==> src/dg_pkg.sv <==
// shared types, register map and table constants for the delay generator, imported by every module
`default_nettype none

package dg_pkg;

   // ============================================================
   // sizes
   // ============================================================
   localparam int NDELAY_PAIRS = 7;                  // push, inject, exit 0/1, gate 0/1, adc
   localparam int NPAGES       = 4;                  // protocol pages in the register bank
   localparam int NOUT         = 5;                  // active-low output lines
   localparam int TABLE_STRIDE = 8;                  // bytes per delay/width pair

   typedef logic [31:0] tick_t;                      // 100 MHz ticks
   typedef struct packed {
      tick_t delay;
      tick_t width;
   } delay_width_t;
   typedef delay_width_t [NDELAY_PAIRS-1:0] dw_table_t;
   typedef logic [1:0]  page_t;
   typedef logic [63:0] stamp_t;

   // ============================================================
   // register map
   // ============================================================
   localparam logic [31:0] MODEL_NUMBER = 32'h2021_0801;
   localparam logic [7:0] REG_INTERVAL     = 8'h00;
   localparam logic [7:0] REG_PAGE         = 8'h04; // bits 1:0 page, bit 2 view active
   localparam logic [7:0] REG_PROTOCOL     = 8'h08;
   localparam logic [7:0] REG_COMMIT       = 8'h0C;
   localparam logic [7:0] REG_T0_COUNT     = 8'h10;
   localparam logic [7:0] REG_STAMP_LO     = 8'h14;
   localparam logic [7:0] REG_STAMP_HI     = 8'h18;
   localparam logic [7:0] REG_MODEL        = 8'h1C;
   localparam logic [7:0] REG_ACT_INTERVAL = 8'h20;
   localparam logic [7:0] REG_TABLE_BASE   = 8'h40; // delay k at +8k, width k at +8k+4

endpackage

`default_nettype wire

==> src/dg_t0_stamp.sv <==
// free-running 100 MHz tick counter, captured as a timestamp on every t0, plus a t0 counter
`timescale 1ns/1ps
`default_nettype none

module dg_t0_stamp import dg_pkg::*; (
   input  wire  clk100,
   input  wire  hps_fpga_reset_n,
   input  wire  t0,
   output stamp_t stamp,
   output tick_t  t0_count
);

   stamp_t ticks;                                    // zero when reset is released

   always_ff @(posedge clk100) begin
      if (!hps_fpga_reset_n) begin
         ticks    <= '0;
         stamp    <= '0;
         t0_count <= '0;
      end else begin
         ticks <= ticks + 1'b1;
         if (t0) begin
            stamp    <= ticks;                       // value of the t0 cycle
            t0_count <= t0_count + 1'b1;
         end
      end
   end

endmodule

`default_nettype wire

==> config.mk <==
export PLATFORM = sky130hd
export DESIGN_NAME = dg_t0_stamp
export DESIGN_NICKNAME = d
export VERILOG_FILES = /design/src/dg_pkg.sv /design/src/dg_t0_stamp.sv
export SDC_FILE = /design/constraint.sdc
export NUM_CORES = 1
export LEC_CHECK = 0
export BUFFER_PORTS_ARGS = -buffer_cell sky130_fd_sc_hd__buf_2
export CORE_MARGIN = 1.5
export CORE_UTILIZATION = 60
export CTS_BUF_LIST = sky130_fd_sc_hd__clkbuf_16
export DETAILED_ROUTE_END_ITERATION = 16
export PLACE_DENSITY = 0.92
export SYNTH_ARGS = -nofsm -noshare
export SYNTH_HDL_FRONTEND = slang
export SYNTH_SLANG_ARGS = --single-unit
==> constraint.sdc <==
create_clock -name clk100 -period 4.1 [get_ports clk100]
set_input_delay 0.82 -clock clk100 [delete_from_list [all_inputs] [get_ports clk100]]
set_output_delay 0.82 -clock clk100 [all_outputs]
set_load 0.01 [all_outputs]
==> results by group <==
Global route
  – Vias in the first global route: 4983
  – Congestion Overflow GR: 0
  – Largest net degree at the start of global routing: 92
  – Initial antenna violation count: 0
  – GRT Total Usage: 25.1%
  – First-pass GRT wire length: 23200 um

Finish
  – Ratio of cells with drive above 1 in the final layout: 17.2%
  – Fillcell total: 764
  – Final core occ: 72.0%
  – Syn-to-layout area delta: 17.3%
  – Diodes inserted: 0
  – Final #Nets: 811
  – Register area: 3200 sq um
  – Multi-input gate area: 3220 sq um
  – Non-Filler Instances: 959

Clock tree
  – CTS tree: done
  – Post_cts resized: 0
  – Hold buffers post-CTS: 0
  – Number of CTS-inserted buffers: 17
  – H-tree levels: 4
  – Reg clk slew, reported paths: 60 ps
  – Clock tree sinks: 160
  – Clock root buffer: clkbuf_16
  – Worst-Skew Late Latency: 430 ps
  – Clock buffer depth: 2
  – Setup Fix Bufs, Post-CTS: 0

Floorplanning
  – Die area: 11700 sq um
  – Core Footprint: 10800 sq um
  – Die X: 108 um
  – Die H: 108 um
  – Initial Util: 61.4%
  – Site row count: 38
  – I/O pin count: 99

Logic synthesis
  – Post-synthesis cell type count: 36
  – Synthesized flop and latch total: 160
  – Sequential element share of the synthesized area: 48.3%
  – Fraction of registers with async set/reset: 0%
  – Avg Cell Area, Syn: 9.17 sq um
  – Number of synthesized flops with an enable pin: 0
  – Post-Syn Nets: 728
  – Post-synth top flop: dfxtp_1
  – Mapped Area: 6630 sq um
  – Mapped Cells: 723
  – YS warnings: 0

Placed design
  – DP HPWL: 9260 um
  – Dpl cells: 927
  – Placer congestion estimate: 0.791
  – Pre-CTS WS: 1250 ps
  – IO Port Bufs: 98

Timing
  – Setup-failing EPs final: 0
  – Hold Fails Final Rpt: 0
  – Maximum clock rate: 377 MHz
  – Final worst setup slack: 1440 ps
  – Fin crit period: 2660 ps
  – Max_slew headroom: 41.7%
  – Ratio of final minimum period to clock period: 64.8%
  – Setup repair after global routing missed its margin: false
  – Worst Tran Pin Value: 875 ps
  – Max-slew violation count: 0
  – Skew final: 10.6 ps
  – Final TNS setup: 0 ps

Drt
  – Via count: 5433
  – Vias per cell: 5.67
  – Antenna-violating nets left: 0
  – Iter 0 DRT Violations: 400
  – Drt wl/cell: 14.9 um
  – Drt drc: 0
  – Total iterations of the first detailed-routing run: 6
  – Final wirelength: 14200 um

Critical path
  – Critical path class: flop to flop
  – Crit path launch type: flop
  – Data arrival time of the critical path: 3010 ps
  – WP data required: 4450 ps
  – Buf+Inv Stages, Crit Path: 0
  – CP Cell Sequence: ha_1, and4_1, nand4_4, or4_4, or3_1, a21oi_1
  – Worst-path fanout max: 19
  – Crit. End Element: flop
  – Top delay family on crit path: simple AND/OR/NAND/NOR gates
  – CP max-delay cell: or4_4
  – Slowest stage delay, CP: 740 ps

Power and ir drop
  – PwrDens: 410 nW/um^2
  – Peak VDD IR: 0.430 mV
  – Leak pwr: 3.20 nW

Outcome
  – Outcome: finished clean

Min path
  – Worst Hold Class: flop to flop

Job
  – Number of max-cap violations: 0
[power breakdown]
| part | switching [mW] | internal [mW] | total [mW] |
|---|---|---|---|
| clock | 0.643 | 0.902 | 1.54 |
| sequential | 0.00736 | 1.56 | 1.57 |
| combinational | 0.0488 | 0.0247 | 0.0736 |
[synthesized netlist by cell type (all sizes together), types with 19 or more instances]
library cell	n	area share [%]
a21oi	27	2.0
nand3	30	2.3
buf	19	1.3
clkbuf	19	1.1
mux2i	66	10
or3	22	2.1
nand4	27	3.3
dfxtp	160	48
xnor2	32	4.2
xor2	33	4.4
nand2	38	2.2
nor2	135	7.6
o21ai	21	1.6
[cell type report]
class | count | share of cell area [%]
multi-input combinational | 513 | 41.5
sequential | 160 | 41.2
timing repair buffer | 102 | 6.89
clock buffer | 17 | 5.47
tap | 140 | 2.25
clock inverter | 15 | 2.08
inverter | 12 | 0.612
[cells by family (layout without fill, tap and decap cells)]
family | after synthesis | in the layout | synth area share [%]
AO/OA/AOI/OAI | 53 | 53 | 4.21
XOR/XNOR | 65 | 65 | 8.59
adder cells (fa/ha/maj) | 2 | 2 | 0.378
buffers and inverters | 50 | 146 | 3.04
flip-flops | 160 | 160 | 48.3
multiplexers | 66 | 66 | 9.97
AND/OR/NAND/NOR | 327 | 327 | 25.5
[layout by cell type, fill, tap and decap left out, types with 12 or more instances in the layout]
cell type  count
dfxtp_1      160
nor2_1       135
buf_2         97
mux2i_1       66
nand2_1       38
xor2_1        33
xnor2_1       32
nand3_1       30
a21oi_1       27
nand4_1       23
or3_1         22
o21ai_0       21
clkbuf_16     17
nor3_1        16
and4_1        15
nor4_1        13
inv_1         12
[final timing paths]
kind                            slack [ps]  cells after the start              endpoint            startpoint
worst max-delay path                  1440                      6  ticks[56]$_SDFF_PN0_   ticks[0]$_SDFF_PN0_
worst min-delay path                   480                      2  ticks[63]$_SDFF_PN0_  ticks[63]$_SDFF_PN0_
worst max register to register        1440                      6  ticks[56]$_SDFF_PN0_   ticks[0]$_SDFF_PN0_
worst min register to register         480                      2  ticks[63]$_SDFF_PN0_  ticks[63]$_SDFF_PN0_
[state kept, by name, summed over array words and instances, names as in the netlist]
signal and cells:
ticks 64, stamp 64, t0_count 32
[worst register-to-register path, cell delays in order, from the launching register on]
cell	delay, ps
dfxtp_1	410
ha_1	220
and4_1	340
nand4_4	310
or4_4	740
or3_1	390
a21oi_1	160
[through the flow]
stage	power [mW]	instance area, sq um	hold slack, ps
2_1_floorplan	1.66	6630	442
3_3_place_gp	1.67	7180	457
3_5_place_dp	1.68	7180	467
4_1_cts	3.21	7770	475
5_1_grt	3.28	7770	504
6_report	3.19	7770	479
[routing by layer]
metal  wire, um  part of all wire [%]  vias up  track usage, %
met5          0                     0        -               0
met4        204                   1.4        0            11.9
met3        759                   5.3       26            5.61
met2       6800                    48      169            40.4
met1       6490                    46     2548            32.0
li1           -                     -     2690               -
No activity file was read; power rests on OpenSTA's default activity.
