===== src/dg_pkg.sv =====
// shared types, register map and table constants for the delay generator, imported by every module
`default_nettype none

package dg_pkg;

   // ============================================================
   // sizes
   // ============================================================
   localparam int NDELAY_PAIRS = 7;                  // push, inject, exit 0/1, gate 0/1, adc
   localparam int NPAGES       = 4;                  // protocol pages in the register bank
   localparam int NOUT         = 5;                  // active-low output lines
   localparam int TABLE_STRIDE = 8;                  // bytes per delay/width pair

   typedef logic [31:0] tick_t;                      // 100 MHz ticks
   typedef struct packed {
      tick_t delay;
      tick_t width;
   } delay_width_t;
   typedef delay_width_t [NDELAY_PAIRS-1:0] dw_table_t;
   typedef logic [1:0]  page_t;
   typedef logic [63:0] stamp_t;

   // ============================================================
   // register map
   // ============================================================
   localparam logic [31:0] MODEL_NUMBER = 32'h2021_0801;
   localparam logic [7:0] REG_INTERVAL     = 8'h00;
   localparam logic [7:0] REG_PAGE         = 8'h04; // bits 1:0 page, bit 2 view active
   localparam logic [7:0] REG_PROTOCOL     = 8'h08;
   localparam logic [7:0] REG_COMMIT       = 8'h0C;
   localparam logic [7:0] REG_T0_COUNT     = 8'h10;
   localparam logic [7:0] REG_STAMP_LO     = 8'h14;
   localparam logic [7:0] REG_STAMP_HI     = 8'h18;
   localparam logic [7:0] REG_MODEL        = 8'h1C;
   localparam logic [7:0] REG_ACT_INTERVAL = 8'h20;
   localparam logic [7:0] REG_TABLE_BASE   = 8'h40; // delay k at +8k, width k at +8k+4

endpackage

`default_nettype wire


===== src/dg_interval_timer.sv =====
// period counter for the pulse generator, gives the next t0 and the next tick count since t0
`timescale 1ns/1ps
`default_nettype none

module dg_interval_timer import dg_pkg::*; (
   input  wire        clk100,
   input  wire        hps_fpga_reset_n,
   input  wire        restart,                       // commit restarts the period
   input  wire tick_t interval,
   output logic       t0_next,
   output tick_t      tick_count
);

   tick_t cnt;                                       // ticks since t0, current cycle

   // ============================================================
   // period end and wrap
   // ============================================================
   // the generator registers these, so both are for the following cycle
   assign t0_next    = restart || (cnt >= interval - 1'b1);
   assign tick_count = t0_next ? '0 : cnt + 1'b1;   // zero in the t0 cycle

   always_ff @(posedge clk100) begin
      if (!hps_fpga_reset_n) begin
         cnt <= '0;                                  // first cycle out of reset is a t0
      end else begin
         cnt <= tick_count;
      end
   end

endmodule

`default_nettype wire


===== src/dg_pulse_generator.sv =====
// active table and interval, period timer, channel comparators and the registered output lines
`timescale 1ns/1ps
`default_nettype none

module dg_pulse_generator import dg_pkg::*; #(
   parameter int RESET_INTERVAL = 100000
) (
   input  wire            clk100,
   input  wire            hps_fpga_reset_n,
   input  wire            commit,
   input  wire tick_t     commit_interval,
   input  wire dw_table_t commit_table,
   output tick_t          act_interval,
   output dw_table_t      act_table,
   output logic           t0,
   output logic [NOUT-1:0] out_n
);

   logic                    t0_next;
   tick_t                   tick_count;              // count seen in the next cycle
   dw_table_t               nxt_table;
   logic [NDELAY_PAIRS-1:0] chan;
   logic [NOUT-1:0]         out_nxt;

   dg_interval_timer u_timer (
      .clk100           (clk100),
      .hps_fpga_reset_n (hps_fpga_reset_n),
      .restart          (commit),
      .interval         (act_interval),
      .t0_next          (t0_next),
      .tick_count       (tick_count)
   );

   // the committed table already applies to the first cycle of the new period
   assign nxt_table = commit ? commit_table : act_table;

   // ============================================================
   // channel compare and output combining
   // ============================================================
   always_comb begin
      for (int k = 0; k < NDELAY_PAIRS; k++) begin
         chan[k] = (tick_count >= nxt_table[k].delay) &&
                   ((tick_count - nxt_table[k].delay) < nxt_table[k].width);
      end
   end

   assign out_nxt = ~{chan[6],                       // adc delay
                      chan[5] | chan[4],             // gate 0,1
                      chan[3] | chan[2],             // exit 0,1
                      chan[1],                       // inject
                      chan[0]};                      // push

   always_ff @(posedge clk100) begin
      if (!hps_fpga_reset_n) begin
         act_interval <= tick_t'(RESET_INTERVAL);
         act_table    <= '0;
         t0           <= 1'b1;                       // period starts as reset is released
         out_n        <= '1;
      end else begin
         t0    <= t0_next;
         out_n <= out_nxt;                           // same stage as t0
         if (commit) begin
            act_interval <= commit_interval;
            act_table    <= commit_table;
         end
      end
   end

endmodule

`default_nettype wire


===== config.mk =====
export PLATFORM = sky130hd
export DESIGN_NAME = dg_pulse_generator
export DESIGN_NICKNAME = d
export VERILOG_FILES = /design/src/dg_pkg.sv /design/src/dg_interval_timer.sv /design/src/dg_pulse_generator.sv
export SDC_FILE = /design/constraint.sdc
export NUM_CORES = 2
export LEC_CHECK = 0
export BUFFER_PORTS_ARGS = -buffer_cell sky130_fd_sc_hd__buf_2
export CAP_MARGIN = 5
export CELL_PAD_IN_SITES_DETAIL_PLACEMENT = 1
export CELL_PAD_IN_SITES_GLOBAL_PLACEMENT = 2
export CORE_AREA = 2 2 378 380
export CTS_CLUSTER_SIZE = 28
export DETAILED_ROUTE_END_ITERATION = 6
export DIE_AREA = 0 0 380 382
export GPL_ROUTABILITY_DRIVEN = 1
export PLACE_DENSITY_LB_ADDON = 0.05
export SLEW_MARGIN = 30
export SYNTH_ARGS = -nofsm -noshare
export SYNTH_HDL_FRONTEND = slang
export SYNTH_HIERARCHICAL = 1
export SYNTH_SLANG_ARGS = --single-unit
export TNS_END_PERCENT = 20

===== constraint.sdc =====
create_clock -name clk100 -period 19.7 [get_ports clk100]
set_input_delay 1.97 -clock clk100 [delete_from_list [all_inputs] [get_ports clk100]]
set_output_delay 1.97 -clock clk100 [all_outputs]
set_load 0.03 [all_outputs]

==> flow_summary.toml <==
[min_path]
hold_path_class = "flop to flop"

[detailed_routing]
drc = 0
avgRoutedWirePerCell_um = 25.4
routed-via-count = 33000
drt_iter0_drc = 1401
ant_nets = 0
drt_first_pass_iters = 5
vias_per_cell = 4.83
routed_wl_um = 174000

[outcome]
run_status = "finished clean"

[cts]
cts_hold_buf = 0
cts_setup_buffers = 0
ctsRootBufferMaster = "clkbuf_16"
cts_tree = "yes"
clock_sink_count = 518
clk_path_buf_depth = 3
clk_transition_reported_paths_ps = 50
cts_max_level = 3
cts_resized = 0
cts-buffers-inserted = 67
clk_lat_worst_skew_ps = 680

[timing]
fmax_mhz = 106
timing.clock.skew_ps = 26.0
number_of_failing_setup_endpoints_in_the_final_timing_report = 0
fin_tns_setup_ps = 0
drv_slew = 0
final_critical_path_required_period_ps = 9430
finalHoldViolations = 0
rsz_0062_raised_after_global_routing = "no"
period_share_pct = 47.8
worst_pin_slew_ps = 1100
relSlewSlack_pct = 24.6

[synthesis]
synthArstFlopShare_pct = 0
synth_warnings = 6
synth-edff-count = 0
synth_cell_type_count = 102
postSynthRegisterBits = 518
yosys_most_used_dff = "dfxtp_1"
syn_area_sq_mm = 0.0365
synth_seq_area_share_pct = 28.4
average_cell_area_after_synthesis_sq_um = 9.17
postSynthNetCount = 4954
postSynthCellCount = 3981

[pwr]
leakagePower_nw = 22.4
ir_worst_vdd_mv = 0.0466
fin_total_pwr_mw = 3.25
power_per_cell_area_mw_per_mm2 = 70.9

[final_layout]
final_net_count = 5880
utilization_pct = 32.5
mostFrequentLayoutCell = "buf_2"
layout.cells.most_common_list = "966 x buf_2, 518 x dfxtp_1, 513 x nor2b_1, 483 x ha_1, 472 x mux2i_1"
areaGrowthSynthToFinish_pct = 25.5
drive_above_1_share_pct = 24.0

[critical_path]
critical_path_arrival_ps = 9960
critPathCapture = "out_n[2]"
register_to_register_setup_slack_ps = 10270
timing.critical_path.to_type = "flop"
critical_path_required_ps = 20240
critical_path.slowest_cell = "nor2_4"
worst_r2r_startpoint = "act_interval[15]"
critical_path.max_stage_delay_ps = 710
type_of_the_worst_setup_path = "flop to flop"
critical_path.reg2reg.endpoint = "out_n[2]"
critical_path.max_fanout = 33
rr_worst_depth = 34
setup.worst_path.start_class = "flop"
crit_path_start = "act_interval[15]"

[floorplanning]
top_level_ports = 969
core_sq_mm = 0.141
initial_cell_density_of_the_core_pct = 25.9
floorplan.die.width_um = 380
die_h_um = 382
count_of_standard_cell_rows = 138
die_area_sq_mm = 0.145

[global_route]
global_route.overflow_total = 0
grt_antenna_before_repair = 32
wire_length_of_the_first_global_routing_pass_um = 246000
grt_max_degree = 108
grt_util_all_layers_pct = 23.1
grt_pass1_vias = 34200

[placed_design]
dpl.hpwl_um = 141000
globalplace.congestion = 0.827
place.port_buffers = 968

[job]
maxCapViolations = 0
==> state kept, by name, indices dropped and copies added (netlist names) <==
name          count
act_table       448
u_timer/cnt      32
t0                1
act_interval     32
out_n             5
==> layout make-up <==
cell class,count,area (sq um)
fillers,16700,95100
diodes,7,17.5
flip-flops and latches,518,10400
repair buffers,991,5090
multi-input cells,3248,25600
clock buffers,95,1940
inverters,81,304
well taps,1890,2360
clock inverters,17,185
==> cells by family (layout without fill, tap and decap cells) <==
logic type | Yosys count | after routing | synth area share [%]
and+or+nand+nor | 1220 | 1220 | 18.6
AOI/OAI and AO/OA | 801 | 801 | 14.4
DFF | 518 | 518 | 28.4
adders and majority gates | 490 | 490 | 16.9
muxes | 483 | 483 | 13.3
xor gates and xnor gates | 254 | 254 | 6.10
buffers and inverters | 215 | 1184 | 2.25
other | 0 | 7 | 0
==> report_power, final <==
group / internal [mW] / switching, mW / leakage [nW]
sequential: 1.11 / 0.0383 / 4.27
combinational: 0.321 / 0.553 / 17.1
clock: 0.710 / 0.519 / 1.04
total: 2.14 / 1.11 / 22.4
==> worst min path at each step <==
stage,from,end,slack (ps),depth (start not counted)
2_1_floorplan,u_timer/cnt[0],u_timer/cnt[0],450,1
3_3_place_gp,act_table[136],act_table[136],530,2
3_5_place_dp,act_table[181],act_table[181],540,2
4_1_cts,act_table[181],act_table[181],560,2
5_1_grt,act_table[178],act_table[178],580,2
6_report,act_table[181],act_table[181],550,2
==> per-layer routing <==
layer | track usage (%) | wire length, um | up-vias
li1 | - | - | 16200
met1 | 29.4 | 77900 | 15900
met2 | 40.4 | 84400 | 762
met3 | 4.52 | 8510 | 133
met4 | 4.72 | 2760 | 22
met5 | 0 | 130 | -
==> worst max-delay path: cells and delay by family (launching register included) <==
kind	cells	cell delay, ps
simple gates	12	3040
flops	1	350
compound gates	15	3480
fa+ha+maj	3	1160
xor+xnor	2	310
buf+inv	2	890
==> synthesized netlist by cell type (15+ instances only) <==
cell | number | area (sq um)
a211oi_1 | 18 | 135
a21o_1 | 152 | 1140
a21oi_1 | 268 | 1340
a31oi_1 | 21 | 131
and2_1 | 24 | 150
and3_1 | 30 | 188
and4_1 | 15 | 131
buf_1 | 39 | 146
clkbuf_1 | 85 | 319
dfxtp_1 | 518 | 10400
ha_1 | 483 | 6040
inv_1 | 81 | 304
mux2i_1 | 472 | 4720
nand2_1 | 153 | 574
nand2b_1 | 25 | 156
nand3_1 | 51 | 255
nand4_1 | 80 | 500
nor2_1 | 203 | 762
nor2b_1 | 513 | 3210
nor3_1 | 42 | 210
nor4_1 | 17 | 106
o211ai_1 | 18 | 135
o21a_1 | 23 | 173
o21ai_0 | 131 | 656
o21ai_1 | 15 | 75.1
o21bai_1 | 35 | 263
or3_1 | 15 | 93.8
xnor2_1 | 169 | 1480
xor2_1 | 85 | 744
==> per-stage QoR <==
step,cells,hold slack [ps],area (sq um),setup slack (ps)
2_1_floorplan,3981,453,36500,12000
3_3_place_gp,6727,526,43600,10280
3_5_place_dp,6728,538,43700,10080
4_1_cts,6840,556,45800,10030
5_1_grt,6844,582,45800,9510
6_report,6847,545,45800,10270
Note: power is estimated with default switching activity, not from simulation.
